### src/design/dcache_pkg.sv
package dcache_pkg;

  ////////////////////
  // addresses and data
  ////////////////////

  // byte address from the processor
  typedef logic [31:0] addr_t;

  // one cache line, 8 bytes
  typedef logic [63:0] data_t;

  // byte address without the 3 offset bits
  typedef logic [28:0] line_t;

  ////////////////////
  // cache geometry
  ////////////////////

  localparam int NUM_SETS = 32;

  // low line bits pick the set, the rest is stored as tag
  typedef logic [4:0]  set_idx_t;
  typedef logic [23:0] cache_tag_t;

  ////////////////////
  // memory bus
  ////////////////////

  // transaction tag handed out by memory, zero means none
  typedef logic [3:0] mem_tag_t;

  typedef logic [1:0] bus_cmd_t;

  localparam bus_cmd_t BUS_NONE = 2'd0;
  localparam bus_cmd_t BUS_LOAD = 2'd1;

endpackage
### src/design/stream_if.sv
interface stream_if
  import dcache_pkg::*;
#(
  parameter int NUM_BUFFERS = 4
) ();

  // from the control
  line_t                  lookup_line;
  logic [NUM_BUFFERS-1:0] alloc;
  line_t                  alloc_line;
  logic [NUM_BUFFERS-1:0] take;

  // from the buffers, one slot each
  logic [NUM_BUFFERS-1:0] hit;
  data_t                  hit_data [NUM_BUFFERS];
  logic [NUM_BUFFERS-1:0] req;
  line_t                  req_line [NUM_BUFFERS];

  // from the request queue
  logic [NUM_BUFFERS-1:0] grant;
  logic [NUM_BUFFERS-1:0] fill;
  data_t                  fill_data;

  modport control (
    output lookup_line, alloc, alloc_line, take,
    input  hit, hit_data
  );

  modport buffer (
    input  lookup_line, alloc, alloc_line, take, grant, fill, fill_data,
    output hit, hit_data, req, req_line
  );

  // alloc is seen here so that stale prefetches are dropped
  modport queue (
    input  req, req_line, alloc,
    output grant, fill, fill_data
  );

endinterface

### src/design/stream_control.sv
module stream_control
  import dcache_pkg::*;
#(
  parameter int NUM_BUFFERS = 4
) (
  input  logic      clock,
  input  logic      reset,
  input  logic      rd_en,
  input  line_t     rd_line,
  input  logic      rd_hit,
  input  logic      miss_taken,
  output logic      miss_en,
  output line_t     miss_line,
  output logic      move_en,
  output line_t     move_line,
  output data_t     move_data,
  stream_if.control sc
);

  localparam int BW = $clog2(NUM_BUFFERS);

  // pseudo-LRU tree, a set bit points at the right half as older
  logic [NUM_BUFFERS-2:0] lru;
  logic [BW-1:0]          hit_num;
  logic [BW-1:0]          victim;
  logic                   cache_miss;
  logic                   buffer_hit;

  function automatic logic [BW-1:0] lru_victim(input logic [NUM_BUFFERS-2:0] tree);
    int            node;
    logic [BW-1:0] v;
    node = 0;
    v    = '0;
    for (int l = 0; l < BW; l++) begin
      v[BW-1-l] = tree[node];
      node      = 2 * node + 1 + int'(tree[node]);
    end
    return v;
  endfunction

  // point every node on the path away from the used buffer
  function automatic logic [NUM_BUFFERS-2:0] lru_touch(input logic [NUM_BUFFERS-2:0] tree,
                                                       input logic [BW-1:0] idx);
    int                     node;
    logic [NUM_BUFFERS-2:0] t;
    node = 0;
    t    = tree;
    for (int l = 0; l < BW; l++) begin
      t[node] = ~idx[BW-1-l];
      node    = 2 * node + 1 + int'(idx[BW-1-l]);
    end
    return t;
  endfunction

  always_comb begin
    hit_num = '0;
    for (int b = NUM_BUFFERS - 1; b >= 0; b--) begin
      if (sc.hit[b]) hit_num = BW'(b);
    end
  end

  assign victim     = lru_victim(lru);
  assign cache_miss = rd_en && !rd_hit;
  assign buffer_hit = cache_miss && (|sc.hit);

  assign sc.lookup_line = rd_line;
  assign sc.alloc_line  = rd_line;
  assign sc.take        = buffer_hit ? (NUM_BUFFERS'(1) << hit_num) : '0;
  assign sc.alloc       = (miss_en && miss_taken) ? (NUM_BUFFERS'(1) << victim) : '0;

  assign move_en   = buffer_hit;
  assign move_line = rd_line;
  assign move_data = sc.hit_data[hit_num];

  assign miss_en   = cache_miss && !(|sc.hit);
  assign miss_line = rd_line;

  always_ff @(posedge clock) begin
    if (reset) begin
      lru <= '0;
    end else if (buffer_hit) begin
      lru <= lru_touch(lru, hit_num);
    end else if (miss_en && miss_taken) begin
      lru <= lru_touch(lru, victim);
    end
  end

endmodule

### src/flat_wrapper.sv
// flat-port wrapper written by rule: the top's interface ports become plain ports
module stream_control_flat import dcache_pkg::*;
#(
  parameter int NUM_BUFFERS = 4
)
  (clock, reset, rd_en, rd_line, rd_hit, miss_taken, miss_en, miss_line, move_en, move_line, move_data, sc_lookup_line, sc_alloc, sc_alloc_line, sc_take, sc_hit, sc_hit_data);
  stream_if #(.NUM_BUFFERS(NUM_BUFFERS)) sc_i ();
  input  logic clock;
  input  logic reset;
  input  logic rd_en;
  input  line_t rd_line;
  input  logic rd_hit;
  input  logic miss_taken;
  output logic miss_en;
  output line_t miss_line;
  output logic move_en;
  output line_t move_line;
  output data_t move_data;
  output wire logic [$bits(sc_i.lookup_line)-1:0] sc_lookup_line;
  output wire logic [$bits(sc_i.alloc)-1:0] sc_alloc;
  output wire logic [$bits(sc_i.alloc_line)-1:0] sc_alloc_line;
  output wire logic [$bits(sc_i.take)-1:0] sc_take;
  input wire logic [$bits(sc_i.hit)-1:0] sc_hit;
  input wire logic [$bits(sc_i.hit_data)-1:0] sc_hit_data;
  assign sc_lookup_line = sc_i.lookup_line;
  assign sc_alloc = sc_i.alloc;
  assign sc_alloc_line = sc_i.alloc_line;
  assign sc_take = sc_i.take;
  assign sc_i.hit = sc_hit;
  assign sc_i.hit_data = {>>{sc_hit_data}};
  stream_control #(.NUM_BUFFERS(NUM_BUFFERS)) u_core (.clock(clock), .reset(reset), .rd_en(rd_en), .rd_line(rd_line), .rd_hit(rd_hit), .miss_taken(miss_taken), .miss_en(miss_en), .miss_line(miss_line), .move_en(move_en), .move_line(move_line), .move_data(move_data), .sc(sc_i));
endmodule
### config.mk
export PLATFORM = sky130hd
export DESIGN_NAME = stream_control_flat
export DESIGN_NICKNAME = d
export VERILOG_FILES = /design/src/design/dcache_pkg.sv /design/src/design/stream_if.sv /design/src/design/stream_control.sv /design/src/flat_wrapper.sv
export SDC_FILE = /design/constraint.sdc
export NUM_CORES = 1
export LEC_CHECK = 0
export BUFFER_PORTS_ARGS = -buffer_cell sky130_fd_sc_hd__buf_4
export CAP_MARGIN = 30
export CORE_AREA = 5 5 188 190
export DETAILED_ROUTE_END_ITERATION = 8
export DIE_AREA = 0 0 193 195
export PLACE_DENSITY = 0.41
export SETUP_SLACK_MARGIN = 0.5
export SYNTH_ARGS = -nofsm -noshare
export SYNTH_HDL_FRONTEND = slang
export SYNTH_SLANG_ARGS = --single-unit
### constraint.sdc
create_clock -name clock -period 2.8 [get_ports clock]
set_input_delay 0.14 -clock clock [delete_from_list [all_inputs] [get_ports clock]]
set_output_delay 0.14 -clock clock [all_outputs]
set_load 0.01 [all_outputs]
==> reports/results.ini <==
[floorplanning]
die_area_mm2 = 0.03764
die_x_um = 193
fp.dieH_um = 195
boundaryPins = 484
start_util = 0.07790
rows = 67
core_mm2 = 0.03328

[synth]
syn_inst = 384
yosys.area_share.simple = 0.1646
ys_warn_count = 0
synth_top_area_share = 0.3388
synth_mux_area_frac = 0
yosys.area_share.xor_xnor = 0
synth_top_family_by_area = buffers and inverters
synthTopCellsByArea = buf_4 (34%), a222oi_1 (25%), o21ai_0 (12%)
synth.distinct_cells = 31
ys_async_sr_fraction = 0
synth-edff-count = 0
syn-num-nets = 678
synth_ff_type = dfxtp_1
synth_fa_ha_area_frac = 0
ys_ff_latch = 3
syn_area_per_cell_um2 = 6.751
syn_area_mm2 = 0.002592
synth_compound_area_frac = 0.3962
synth_largest_area_cell = buf_4
ys_seq_area_frac = 0.02317
synth_common_cells = buf_4 (117), nand2_1 (65), a222oi_1 (64), o21ai_0 (64), clkbuf_1 (15)
synth_most_common_cell = buf_4

[power]
leakage_nw = 2.297
swShare = 0.3435
ir_drop_mv = 0.1406
cellPowerDensity_mw_per_mm2 = 211.1
p_int_uw = 664.9
p_seq_frac = 0.049
switching_power_uw = 347.9
p_clk_frac = 0.224
p_comb_frac = 0.727

[critical_path]
critPathSlowestCell = nor3b_2
rr_startpoint = u_core.lru[0]
crit_end = move_data[43]
crit_start = sc_hit[1]
path_depth = 6
crit_arrival_ns = 1.82
rr_endpoint = u_core.lru[1]
critPathTopFamily = buffers and inverters
path_buf_inv = 3
rrSetupSlack_ns = 1.59
worstSetupPathType = input port to primary output
worst_setup_path_start_kind = input port
worstPathRequired_ns = 2.66
slowest_delay_ns = 0.55
critPathMostFrequentCell = buf_4
cp_cell_sequence = buf_4 > nor3b_2 > buf_4 > a222oi_1 > nand2_1 > buf_4
critPathCaptureType = primary output
reg2regPathDepth = 3
cp_max_fo = 31

[clock_tree]
cts.clk_slew.worst_paths_ns = 0.03
cts_buffers = 3
cts.sinks = 3
clk_latency_ns = 0.22
cts_max_level = 1
clockBufferDepth = 2
ctsHoldBuffers = 0
cts-resized-gates = 0
post-cts-setup-buffers = 0
clockRootBuffer = clkbuf_16
cts_tree = done

[routing]
wl_per_cell_um = 16.76
vias = 3873
drt-initial-drc-count = 390
post-route-drc-count = 2
via_per_inst = 3.753
ant_nets = 0
routed_wl_um = 17300
drt-pass1-iter-count = 9

[cells_and_area]
syn2layout_area_growth_pct = 85.04
reg.largest.list = u_core.lru x3
fin_util = 0.1441
drive_above_1_share = 0.6096
nNetsFinal = 879
n_fill_cell = 3839
top_register = u_core.lru
largest_reg_flops = 3
diodes = 0

[sta]
slew_violations = 0
final_hold_viol_count = 0
tns_ns = 0
setup_viol = 0
worst_pin_slew_ns = 0.7551
finalCriticalPeriod_ns = 1.962
rsz0062_at_grt = no
skew_ns = 0.00003159
fmax_ghz = 0.5096
max-slew-margin-rel = 0.4966
final.period_utilization = 0.7009

[global_route]
grt_use_total = 0.07783
grt_antenna_before_repair = 1
grt_max_degree = 69
gr-total-overflow = 0
grt_pass1_vias = 3828
grt_pass1_wl_um = 22910

[place]
dp_hpwl_um = 13880
gp_congestion = 0.7691
port_buffers = 338

[worst_hold_path]
worst_hold_path_type = input port to register

[status]
violations = DRC
status = finished, violations left

[run]
drv_cap = 0

## final cells by class
class | count | area, µm² | share of cell area
repair buffers | 347 | 2605 | 0.5430
clock buffers | 4 | 78.83 | 0.01643
inverters | 3 | 11.26 | 0.002347
multi-input cells | 227 | 1481 | 0.3088
flip-flops and latches | 3 | 60.06 | 0.01252
well taps | 448 | 560.5 | 0.1168
## worst min-delay path by stage
| stage | from | endpoint | slack, ns | cells past startpoint |
|---|---|---|---|---|
| after floorplan | reset | u_core.lru[2] | 0.21 | 1 |
| after global placement | rd_line[6] | miss_line[6] | 0.28 | 0 |
| after detailed placement | rd_line[6] | miss_line[6] | 0.28 | 0 |
| after CTS | reset | u_core.lru[0] | 0.1 | 2 |
| after global routing | reset | u_core.lru[0] | 0.10 | 2 |
| final | reset | u_core.lru[0] | 0.10 | 2 |
## through the flow
step / std cells / instance area [µm²] / power, mW / worst slack [ns] / hold slack (ns)
floorplan: 384 / 2592 / 0.4592 / 1.431 / 0.2121
global placement: 1028 / 4718 / 0.7956 / 0.8646 / 0.2802
detailed placement: 1028 / 4718 / 0.7950 / 0.8171 / 0.2802
CTS: 1032 / 4797 / 1.027 / 0.8113 / 0.09962
global route: 1032 / 4797 / 1.077 / 0.7807 / 0.1047
finish: 1032 / 4797 / 1.013 / 0.8376 / 0.1001
## placed cells by master (no fill, tap or decap), types with 2 or more instances in the layout
| master | n |
|---|---|
| and2_1 | 5 |
| o21ai_0 | 64 |
| clkbuf_16 | 3 |
| a311oi_1 | 2 |
| a222oi_1 | 64 |
| nand2_1 | 65 |
| buf_4 | 347 |
| dfxtp_1 | 3 |
| nor4b_4 | 2 |
| nor2_1 | 4 |
| nor3_1 | 3 |
| inv_1 | 3 |
## power by group through the flow
| stage | combinational [mW] | sequential [mW] | clock, mW |
|---|---|---|---|
| 2_1_floorplan | 0.411 | 0.0486 | 0 |
| 3_3_place_gp | 0.746 | 0.0500 | 0 |
| 3_5_place_dp | 0.745 | 0.0498 | 0 |
| 4_1_cts | 0.748 | 0.0493 | 0.230 |
| 5_1_grt | 0.792 | 0.0498 | 0.235 |
| 6_report | 0.736 | 0.0495 | 0.227 |
## cell families (layout without fill, tap and decap cells)
kind of cell / after synthesis / count (layout)
buffers and inverters: 154 / 354
flip-flops: 3 / 3
AO/OA/AOI/OAI: 137 / 137
AND/OR/NAND/NOR: 90 / 90
## layer usage
layer	vias up	share of wire	GRT usage
li1	1755	-	-
met1	1766	0.33	0.07533
met2	297	0.52	0.1525
met3	53	0.11	0.02018
met4	2	0.040	0.03331
met5	-	0.00040	0
## worst reg2reg max path, cell delays in order, from the launching register on
cell,delay [ns]
dfxtp_1,0.36
nor4b_1,0.41
nor4_1,0.08
a311oi_1,0.26
Note: power is estimated with default switching activity, not from simulation.
