File: config.mk
export PLATFORM = sky130hd
export DESIGN_NAME = miss_queue_flat
export DESIGN_NICKNAME = d
export VERILOG_FILES = /design/src/design/dcache_pkg.sv /design/src/design/stream_if.sv /design/src/design/miss_queue.sv /design/src/flat_wrapper.sv
export SDC_FILE = /design/constraint.sdc
export NUM_CORES = 1
export LEC_CHECK = 0
export BUFFER_PORTS_ARGS = -buffer_cell sky130_fd_sc_hd__buf_2
export CORE_ASPECT_RATIO = 0.8
export CORE_MARGIN = 2
export CORE_UTILIZATION = 35
export CTS_CLUSTER_SIZE = 16
export DETAILED_ROUTE_END_ITERATION = 16
export GPL_TIMING_DRIVEN = 0
export SYNTH_ARGS = -nofsm -noshare
export SYNTH_HDL_FRONTEND = slang
export SYNTH_SLANG_ARGS = --single-unit
File: constraint.sdc
create_clock -name clock -period 6.4 [get_ports clock]
set_input_delay 1.28 -clock clock [delete_from_list [all_inputs] [get_ports clock]]
set_output_delay 1.28 -clock clock [all_outputs]
set_load 0.005 [all_outputs]
File: src/design/dcache_pkg.sv
package dcache_pkg;

  ////////////////////
  // addresses and data
  ////////////////////

  // byte address from the processor
  typedef logic [31:0] addr_t;

  // one cache line, 8 bytes
  typedef logic [63:0] data_t;

  // byte address without the 3 offset bits
  typedef logic [28:0] line_t;

  ////////////////////
  // cache geometry
  ////////////////////

  localparam int NUM_SETS = 32;

  // low line bits pick the set, the rest is stored as tag
  typedef logic [4:0]  set_idx_t;
  typedef logic [23:0] cache_tag_t;

  ////////////////////
  // memory bus
  ////////////////////

  // transaction tag handed out by memory, zero means none
  typedef logic [3:0] mem_tag_t;

  typedef logic [1:0] bus_cmd_t;

  localparam bus_cmd_t BUS_NONE = 2'd0;
  localparam bus_cmd_t BUS_LOAD = 2'd1;

endpackage
File: src/design/stream_if.sv
interface stream_if
  import dcache_pkg::*;
#(
  parameter int NUM_BUFFERS = 4
) ();

  // from the control
  line_t                  lookup_line;
  logic [NUM_BUFFERS-1:0] alloc;
  line_t                  alloc_line;
  logic [NUM_BUFFERS-1:0] take;

  // from the buffers, one slot each
  logic [NUM_BUFFERS-1:0] hit;
  data_t                  hit_data [NUM_BUFFERS];
  logic [NUM_BUFFERS-1:0] req;
  line_t                  req_line [NUM_BUFFERS];

  // from the request queue
  logic [NUM_BUFFERS-1:0] grant;
  logic [NUM_BUFFERS-1:0] fill;
  data_t                  fill_data;

  modport control (
    output lookup_line, alloc, alloc_line, take,
    input  hit, hit_data
  );

  modport buffer (
    input  lookup_line, alloc, alloc_line, take, grant, fill, fill_data,
    output hit, hit_data, req, req_line
  );

  // alloc is seen here so that stale prefetches are dropped
  modport queue (
    input  req, req_line, alloc,
    output grant, fill, fill_data
  );

endinterface

File: src/design/miss_queue.sv
module miss_queue
  import dcache_pkg::*;
#(
  parameter int NUM_BUFFERS = 4,
  parameter int QUEUE_DEPTH = 8
) (
  input  logic     clock,
  input  logic     reset,
  input  logic     miss_en,
  input  line_t    miss_line,
  input  mem_tag_t mem_response,
  input  data_t    mem_data,
  input  mem_tag_t mem_tag,
  output logic     miss_taken,
  output bus_cmd_t mem_command,
  output addr_t    mem_addr,
  output logic     fill_en,
  output line_t    fill_line,
  output data_t    fill_data,
  output logic     rd_miss_valid,
  output addr_t    rd_miss_addr,
  output data_t    rd_miss_data,
  stream_if.queue  sq
);

  localparam int PW = $clog2(QUEUE_DEPTH);
  localparam int CW = $clog2(QUEUE_DEPTH + 1);
  localparam int BW = $clog2(NUM_BUFFERS);

  ////////////////////
  // queue state
  ////////////////////

  logic [QUEUE_DEPTH-1:0] q_valid;
  logic [QUEUE_DEPTH-1:0] q_sent;
  logic [QUEUE_DEPTH-1:0] q_cache;
  logic [QUEUE_DEPTH-1:0] q_buf;
  line_t                  q_line [QUEUE_DEPTH];
  mem_tag_t               q_tag [QUEUE_DEPTH];
  logic [BW-1:0]          q_num [QUEUE_DEPTH];

  logic [PW-1:0] head;
  logic [PW-1:0] tail;
  logic [PW-1:0] send_ptr;
  logic [CW-1:0] count;
  logic [BW-1:0] rr_ptr;

  // registered fill, one cycle after the tag match
  logic          fill_cache_r;
  logic          fill_buf_r;
  logic [BW-1:0] fill_num_r;
  line_t         fill_line_r;
  data_t         fill_data_r;

  logic [QUEUE_DEPTH-1:0] match;
  logic                   absorbed;
  logic [NUM_BUFFERS-1:0] req_eff;
  logic                   grant_any;
  logic [BW-1:0]          grant_num;
  logic                   prefetch_go;
  logic [PW-1:0]          pf_slot;
  logic                   sending;
  logic                   accept;
  logic                   mem_done;

  function automatic logic [PW-1:0] next_ptr(input logic [PW-1:0] p);
    return (p == PW'(QUEUE_DEPTH - 1)) ? '0 : p + 1'b1;
  endfunction

  // duplicate search, including a line whose fill is under way
  always_comb begin
    for (int i = 0; i < QUEUE_DEPTH; i++) begin
      match[i] = q_valid[i] && (q_line[i] == miss_line);
    end
  end

  assign absorbed   = (|match) || ((fill_cache_r || fill_buf_r) && fill_line_r == miss_line);
  assign miss_taken = miss_en && !absorbed && (count < CW'(QUEUE_DEPTH));

  // rotating pick among buffer requests, lowest offset from rr_ptr wins
  assign req_eff = sq.req & ~sq.alloc;

  always_comb begin
    logic [BW-1:0] cand;
    grant_any = 1'b0;
    grant_num = rr_ptr;
    for (int k = NUM_BUFFERS - 1; k >= 0; k--) begin
      cand = rr_ptr + BW'(k);
      if (req_eff[cand]) begin
        grant_any = 1'b1;
        grant_num = cand;
      end
    end
  end

  assign prefetch_go = grant_any && ((count + CW'(miss_taken)) < CW'(QUEUE_DEPTH));
  assign pf_slot     = miss_taken ? next_ptr(tail) : tail;
  assign sq.grant    = prefetch_go ? (NUM_BUFFERS'(1) << grant_num) : '0;

  // memory side
  assign sending     = q_valid[send_ptr] && !q_sent[send_ptr];
  assign accept      = sending && (mem_response != '0);
  assign mem_command = sending ? BUS_LOAD : BUS_NONE;
  assign mem_addr    = sending ? {q_line[send_ptr], 3'b000} : '0;
  assign mem_done    = q_valid[head] && q_sent[head] && (mem_tag != '0) &&
                       (q_tag[head] == mem_tag);

  assign fill_en       = fill_cache_r;
  assign fill_line     = fill_line_r;
  assign fill_data     = fill_data_r;
  assign sq.fill       = fill_buf_r ? (NUM_BUFFERS'(1) << fill_num_r) : '0;
  assign sq.fill_data  = fill_data_r;
  assign rd_miss_valid = fill_cache_r;
  assign rd_miss_addr  = {fill_line_r, 3'b000};
  assign rd_miss_data  = fill_data_r;

  always_ff @(posedge clock) begin
    if (reset) begin
      q_valid      <= '0;
      head         <= '0;
      tail         <= '0;
      send_ptr     <= '0;
      count        <= '0;
      rr_ptr       <= '0;
      fill_cache_r <= 1'b0;
      fill_buf_r   <= 1'b0;
    end else begin
      if (accept) send_ptr <= next_ptr(send_ptr);
      if (mem_done) begin
        q_valid[head] <= 1'b0;
        head          <= next_ptr(head);
      end
      if (miss_taken) q_valid[tail] <= 1'b1;
      if (prefetch_go) begin
        q_valid[pf_slot] <= 1'b1;
        rr_ptr           <= grant_num + 1'b1;
      end
      tail  <= prefetch_go ? next_ptr(pf_slot) : pf_slot;
      count <= count + CW'(miss_taken) + CW'(prefetch_go) - CW'(mem_done);
      // a miss on the retiring line still reaches the cache
      fill_cache_r <= mem_done && (q_cache[head] || (miss_en && match[head]));
      fill_buf_r   <= mem_done && q_buf[head] && !sq.alloc[q_num[head]];
    end
  end

  always_ff @(posedge clock) begin
    if (accept) begin
      q_sent[send_ptr] <= 1'b1;
      q_tag[send_ptr]  <= mem_response;
    end
    for (int i = 0; i < QUEUE_DEPTH; i++) begin
      if (miss_en && match[i]) q_cache[i] <= 1'b1;
      // a restarted buffer no longer wants its old lines
      if (q_valid[i] && sq.alloc[q_num[i]]) q_buf[i] <= 1'b0;
    end
    if (miss_taken) begin
      q_line[tail]  <= miss_line;
      q_sent[tail]  <= 1'b0;
      q_cache[tail] <= 1'b1;
      q_buf[tail]   <= 1'b0;
      q_num[tail]   <= '0;
    end
    if (prefetch_go) begin
      q_line[pf_slot]  <= sq.req_line[grant_num];
      q_sent[pf_slot]  <= 1'b0;
      q_cache[pf_slot] <= 1'b0;
      q_buf[pf_slot]   <= 1'b1;
      q_num[pf_slot]   <= grant_num;
    end
    if (mem_done) begin
      fill_line_r <= q_line[head];
      fill_num_r  <= q_num[head];
      fill_data_r <= mem_data;
    end
  end

endmodule

File: src/flat_wrapper.sv
// flat-port wrapper written by rule: the top's interface ports become plain ports
module miss_queue_flat import dcache_pkg::*;
#(
  parameter int NUM_BUFFERS = 4,
  parameter int QUEUE_DEPTH = 8
)
  (clock, reset, miss_en, miss_line, mem_response, mem_data, mem_tag, miss_taken, mem_command, mem_addr, fill_en, fill_line, fill_data, rd_miss_valid, rd_miss_addr, rd_miss_data, sq_req, sq_req_line, sq_alloc, sq_grant, sq_fill, sq_fill_data);
  stream_if #(.NUM_BUFFERS(NUM_BUFFERS)) sq_i ();
  input  logic clock;
  input  logic reset;
  input  logic miss_en;
  input  line_t miss_line;
  input  mem_tag_t mem_response;
  input  data_t mem_data;
  input  mem_tag_t mem_tag;
  output logic miss_taken;
  output bus_cmd_t mem_command;
  output addr_t mem_addr;
  output logic fill_en;
  output line_t fill_line;
  output data_t fill_data;
  output logic rd_miss_valid;
  output addr_t rd_miss_addr;
  output data_t rd_miss_data;
  input wire logic [$bits(sq_i.req)-1:0] sq_req;
  input wire logic [$bits(sq_i.req_line)-1:0] sq_req_line;
  input wire logic [$bits(sq_i.alloc)-1:0] sq_alloc;
  output wire logic [$bits(sq_i.grant)-1:0] sq_grant;
  output wire logic [$bits(sq_i.fill)-1:0] sq_fill;
  output wire logic [$bits(sq_i.fill_data)-1:0] sq_fill_data;
  assign sq_i.req = sq_req;
  assign sq_i.req_line = {>>{sq_req_line}};
  assign sq_i.alloc = sq_alloc;
  assign sq_grant = sq_i.grant;
  assign sq_fill = sq_i.fill;
  assign sq_fill_data = sq_i.fill_data;
  miss_queue #(.NUM_BUFFERS(NUM_BUFFERS), .QUEUE_DEPTH(QUEUE_DEPTH)) u_core (.clock(clock), .reset(reset), .miss_en(miss_en), .miss_line(miss_line), .mem_response(mem_response), .mem_data(mem_data), .mem_tag(mem_tag), .miss_taken(miss_taken), .mem_command(mem_command), .mem_addr(mem_addr), .fill_en(fill_en), .fill_line(fill_line), .fill_data(fill_data), .rd_miss_valid(rd_miss_valid), .rd_miss_addr(rd_miss_addr), .rd_miss_data(rd_miss_data), .sq(sq_i));
endmodule
==> impl_metrics.tcl <==
set metrics [dict create \
    p_leak_nw 12.3 \
    die_footprint_um2 78100 \
    timing_max_transition_violations_final 11 \
    clk_pin_slew_worst_paths_ns 0.06 \
    path_delay_family "simple AND/OR/NAND/NOR gates" \
    port_buffers 487 \
    pwr-share-clk_pct 23.1 \
    clock_tree.buffer_depth 3 \
    die_y_um 250 \
    clock-root-buffer "clkbuf_16" \
    finish.instance_area_um2 32800 \
    inst_count_dp 3676 \
    first_global_vias 21500 \
    start_util_pct 35.3 \
    htree_num_levels 2 \
    max_slew.worst_pin.slew_ns 1.57 \
    cts_tree "yes" \
    cp-start-kind "input pin" \
    grt_start_max_net_pins 69 \
    max_stage_delay_ns 0.49 \
    drt_first_pass_iters 6 \
    hold_path_class "reg2reg" \
    layout.area.seq_um2 12400 \
    max_freq_ghz 0.157 \
    grt_pass1_wl_um 172000 \
    area_growth_pct 23.7 \
    crit_path_max_fanout 20 \
    min-delay-start "u_core.q_buf[4]$_DFF_P_" \
    p_comb_share_pct 40.9 \
    grt_usage_pct 31.3 \
    wl_met1_um 50200 \
    antenna_violating_nets_post_route 0 \
    synthesis.area_per_instance_um2 12.3 \
    num-fill-cells 7077 \
    dp_slack_ns -2.36 \
    wl_per_cell_um 33.6 \
    grt_antenna_before_repair 5 \
    violated_checks "capacitance limit, slew limit" \
    time_the_final_worst_path_needs_with_i_o_delays_and_setup_ns 6.37 \
    num_cts_buffers 47 \
    yosysWarnings 0 \
    detail_route.iter0.violations 3419 \
    timing.setup.critical_path_class "in2out" \
    setup.worst_path.end_class "output port" \
    skew_ns 0.0256 \
    core_area_um2 75200 \
    seq_power_share_pct 36.0 \
    final_cell_mix "557 x buf_2, 375 x edfxtp_1, 210 x buf_4, 131 x mux2i_1, 128 x xnor2_1" \
    proportion_of_layout_cells_with_a_drive_suffix_above_1_pct 41.1 \
    dominantRegCellSynth "edfxtp_1" \
    placement_rows 90 \
    synth_cell_types 68 \
    placer_s_final_routability_congestion_estimate 1.05 \
    syn_area_um2 26500 \
    maxUsedRoutingLayer "met5" \
    synth-seq-area-share_pct 46.6 \
    ys_ff_latch 430 \
    globalRouteOverflowTotal 0 \
    crit_slowest_cell "xnor2_1" \
    max_cap_violations 1 \
    p_per_area_nw_per_um2 370 \
    report.final.setup_viol 0 \
    fin_cells 3773 \
    final_hold_viol_count 0 \
    routed-wl-met3_um 15800 \
    cp_data_arrival_time_ns 5.09 \
    place.detailed.hpwl_um 97800 \
    nNetsFinal 2968 \
    power.internal_w 0.00724 \
    period_utilization_pct 99.5 \
    gate_count_after_technology_mapping 2162 \
    drt_drc_violations_left 0 \
    outcome "finished with violations" \
    totalWireLength_um 127000 \
    buf_inv_on_cp 8 \
    rsz0062_at_grt "no" \
    netSwitchingPower_w 0.00491 \
    layout_setup_ws_ns 0.0325 \
    setup.worst_path.start "miss_line[1]" \
    number_of_enable_type_register_cells_in_the_synthesized_netlist 375 \
    multiInputGateArea_um2 12700 \
    vias 22400 \
    via_per_inst 5.94 \
    critical_path_required_ns 5.12 \
    net_sw_share_pct 40.4 \
    wl_met2_um 55200 \
    critical_path.reg2reg.startpoint "u_core.fill_line[26]$_DFFE_PP_" \
    layout_commonest_cell "buf_2" \
    timing.slew.headroom_pct -4.56 \
    area_of_placed_instances_um2 30500 \
    chipWidth_um 312 \
    floorplan.io_pins 526 \
    worstPathCellList "buf_4, buf_2, xnor2_1, nand4_1, nor4_2, nand2_1, nand4_1, nor3_4, buf_6, buf_4, ha_2, nand3_4, xor2_4, o21a_4, clkbuf_8, clkbuf_16, clkbuf_16, and2_1, buf_2" \
    async_reset_ff_share_pct 0 \
    clkSinkCount 430 \
    worstSkewPairLatency_ns 0.62 \
    ir_worst_vdd_mv 0.228 \
]
## state kept, by name (all words and copies together), names as in the netlist, named ones only
register,flops
u_core.count,4
u_core.fill_buf_r,1
u_core.fill_data,64
u_core.fill_en,1
u_core.fill_line,29
u_core.fill_num_r,2
u_core.head,3
u_core.q_buf,8
u_core.q_cache,8
u_core.q_line,232
u_core.q_num,16
u_core.q_sent,8
u_core.q_tag,32
u_core.q_valid,8
u_core.rr_ptr,2
u_core.send_ptr,3
u_core.tail,3
## cell families (layout without fill, tap and decap cells)
| logic type | count (synthesis) | count (layout) | share of synthesized area (%) |
|---|---|---|---|
| DFF | 430 | 430 | 46.6 |
| xor gates and xnor gates | 270 | 270 | 8.91 |
| other | 1 | 8 | 0.0141 |
| muxes | 337 | 337 | 17.0 |
| adders and majority gates | 18 | 18 | 0.877 |
| and+or+nand+nor | 386 | 386 | 7.70 |
| AOI/OAI and AO/OA | 349 | 349 | 10.5 |
| buffers and inverters | 371 | 963 | 8.44 |
## area by class of cell
| class | count | area share, % |
|---|---|---|
| clock buffers | 61 | 3.96 |
| flip-flops and latches | 430 | 37.6 |
| repair buffers | 506 | 8.25 |
| diodes | 1 | 0.00762 |
| plain buffers | 354 | 6.81 |
| well taps | 1012 | 3.86 |
| multi-input cells | 1367 | 38.6 |
| inverters | 16 | 0.198 |
| clock inverters | 26 | 0.686 |
## power by group through the flow
stage	logic (W)	registers (W)	clock network, W
floorplan	0.00282	0.00415	0
global placement	0.00456	0.00440	0
detailed placement	0.00472	0.00437	0
CTS	0.00486	0.00433	0.00283
global route	0.00516	0.00439	0.00292
finish	0.00497	0.00437	0.00281
## metal layers
| metal | up-vias | track usage, % |
|---|---|---|
| met5 | - | 0 |
| met4 | 6 | 12.3 |
| met3 | 292 | 8.84 |
| met2 | 1759 | 47.3 |
| met1 | 11200 | 42.5 |
| li1 | 9178 | - |
## synthesized netlist by cell type (10+ instances only)
cell       count  area share (%)
nor3_1        10            0.19
nand3_1       12            0.23
and2_1        37            0.87
xor2_1       125             4.1
mux4_2        78             6.6
buf_1         13            0.18
nand2_1       90             1.3
a21boi_0      13            0.37
ha_1          17            0.80
inv_1         15            0.21
nor4_1        43             1.0
dfxtp_1       55             4.1
a22oi_1      121             3.4
a21oi_1       17            0.32
buf_4        200             5.7
mux2i_1      131             4.9
o2bb2ai_1     90             3.0
o21ai_0       21            0.40
mux2_1        19            0.81
nor2_1        71             1.0
nand4_1       73             1.7
xnor2_1      145             4.8
clkbuf_1      69            0.98
a32o_1        30             1.1
buf_2         72             1.4
edfxtp_1     375              42
mux2_2       105             4.5
## worst paths after layout
kind                            depth (start not counted)                        endpoint  slack (ns)
worst max register to register                         20  u_core.q_line[0][17]$_DFFE_PP_        0.40
worst min register to register                          1         u_core.q_buf[4]$_DFF_P_        0.50
worst max-delay path                                   19                     sq_grant[1]        0.03
worst min-delay path                                    1         u_core.q_buf[4]$_DFF_P_        0.50
## through the flow
stage               setup TNS (ns)  hold WS [ns]  util (%)  total power [W]
global placement          -1105.08         0.487      40.2          0.00896
finish                           0         0.505      43.7           0.0121
global route                     0         0.536      43.6           0.0125
CTS                              0         0.507      43.6           0.0120
floorplan                        0         0.461         -          0.00697
detailed placement         -783.83         0.492      40.6          0.00909
## repair_timing
action                                 in CTS  in global routing
pin swaps                                  16                  7
endpoints found under the hold margin       0                  0
resized for setup                         101                  4
setup buffers                               7                  3
hold buffers                                0                  0
setup endpoints to repair                 524                 67
Power figures use the tool's default switching activity.
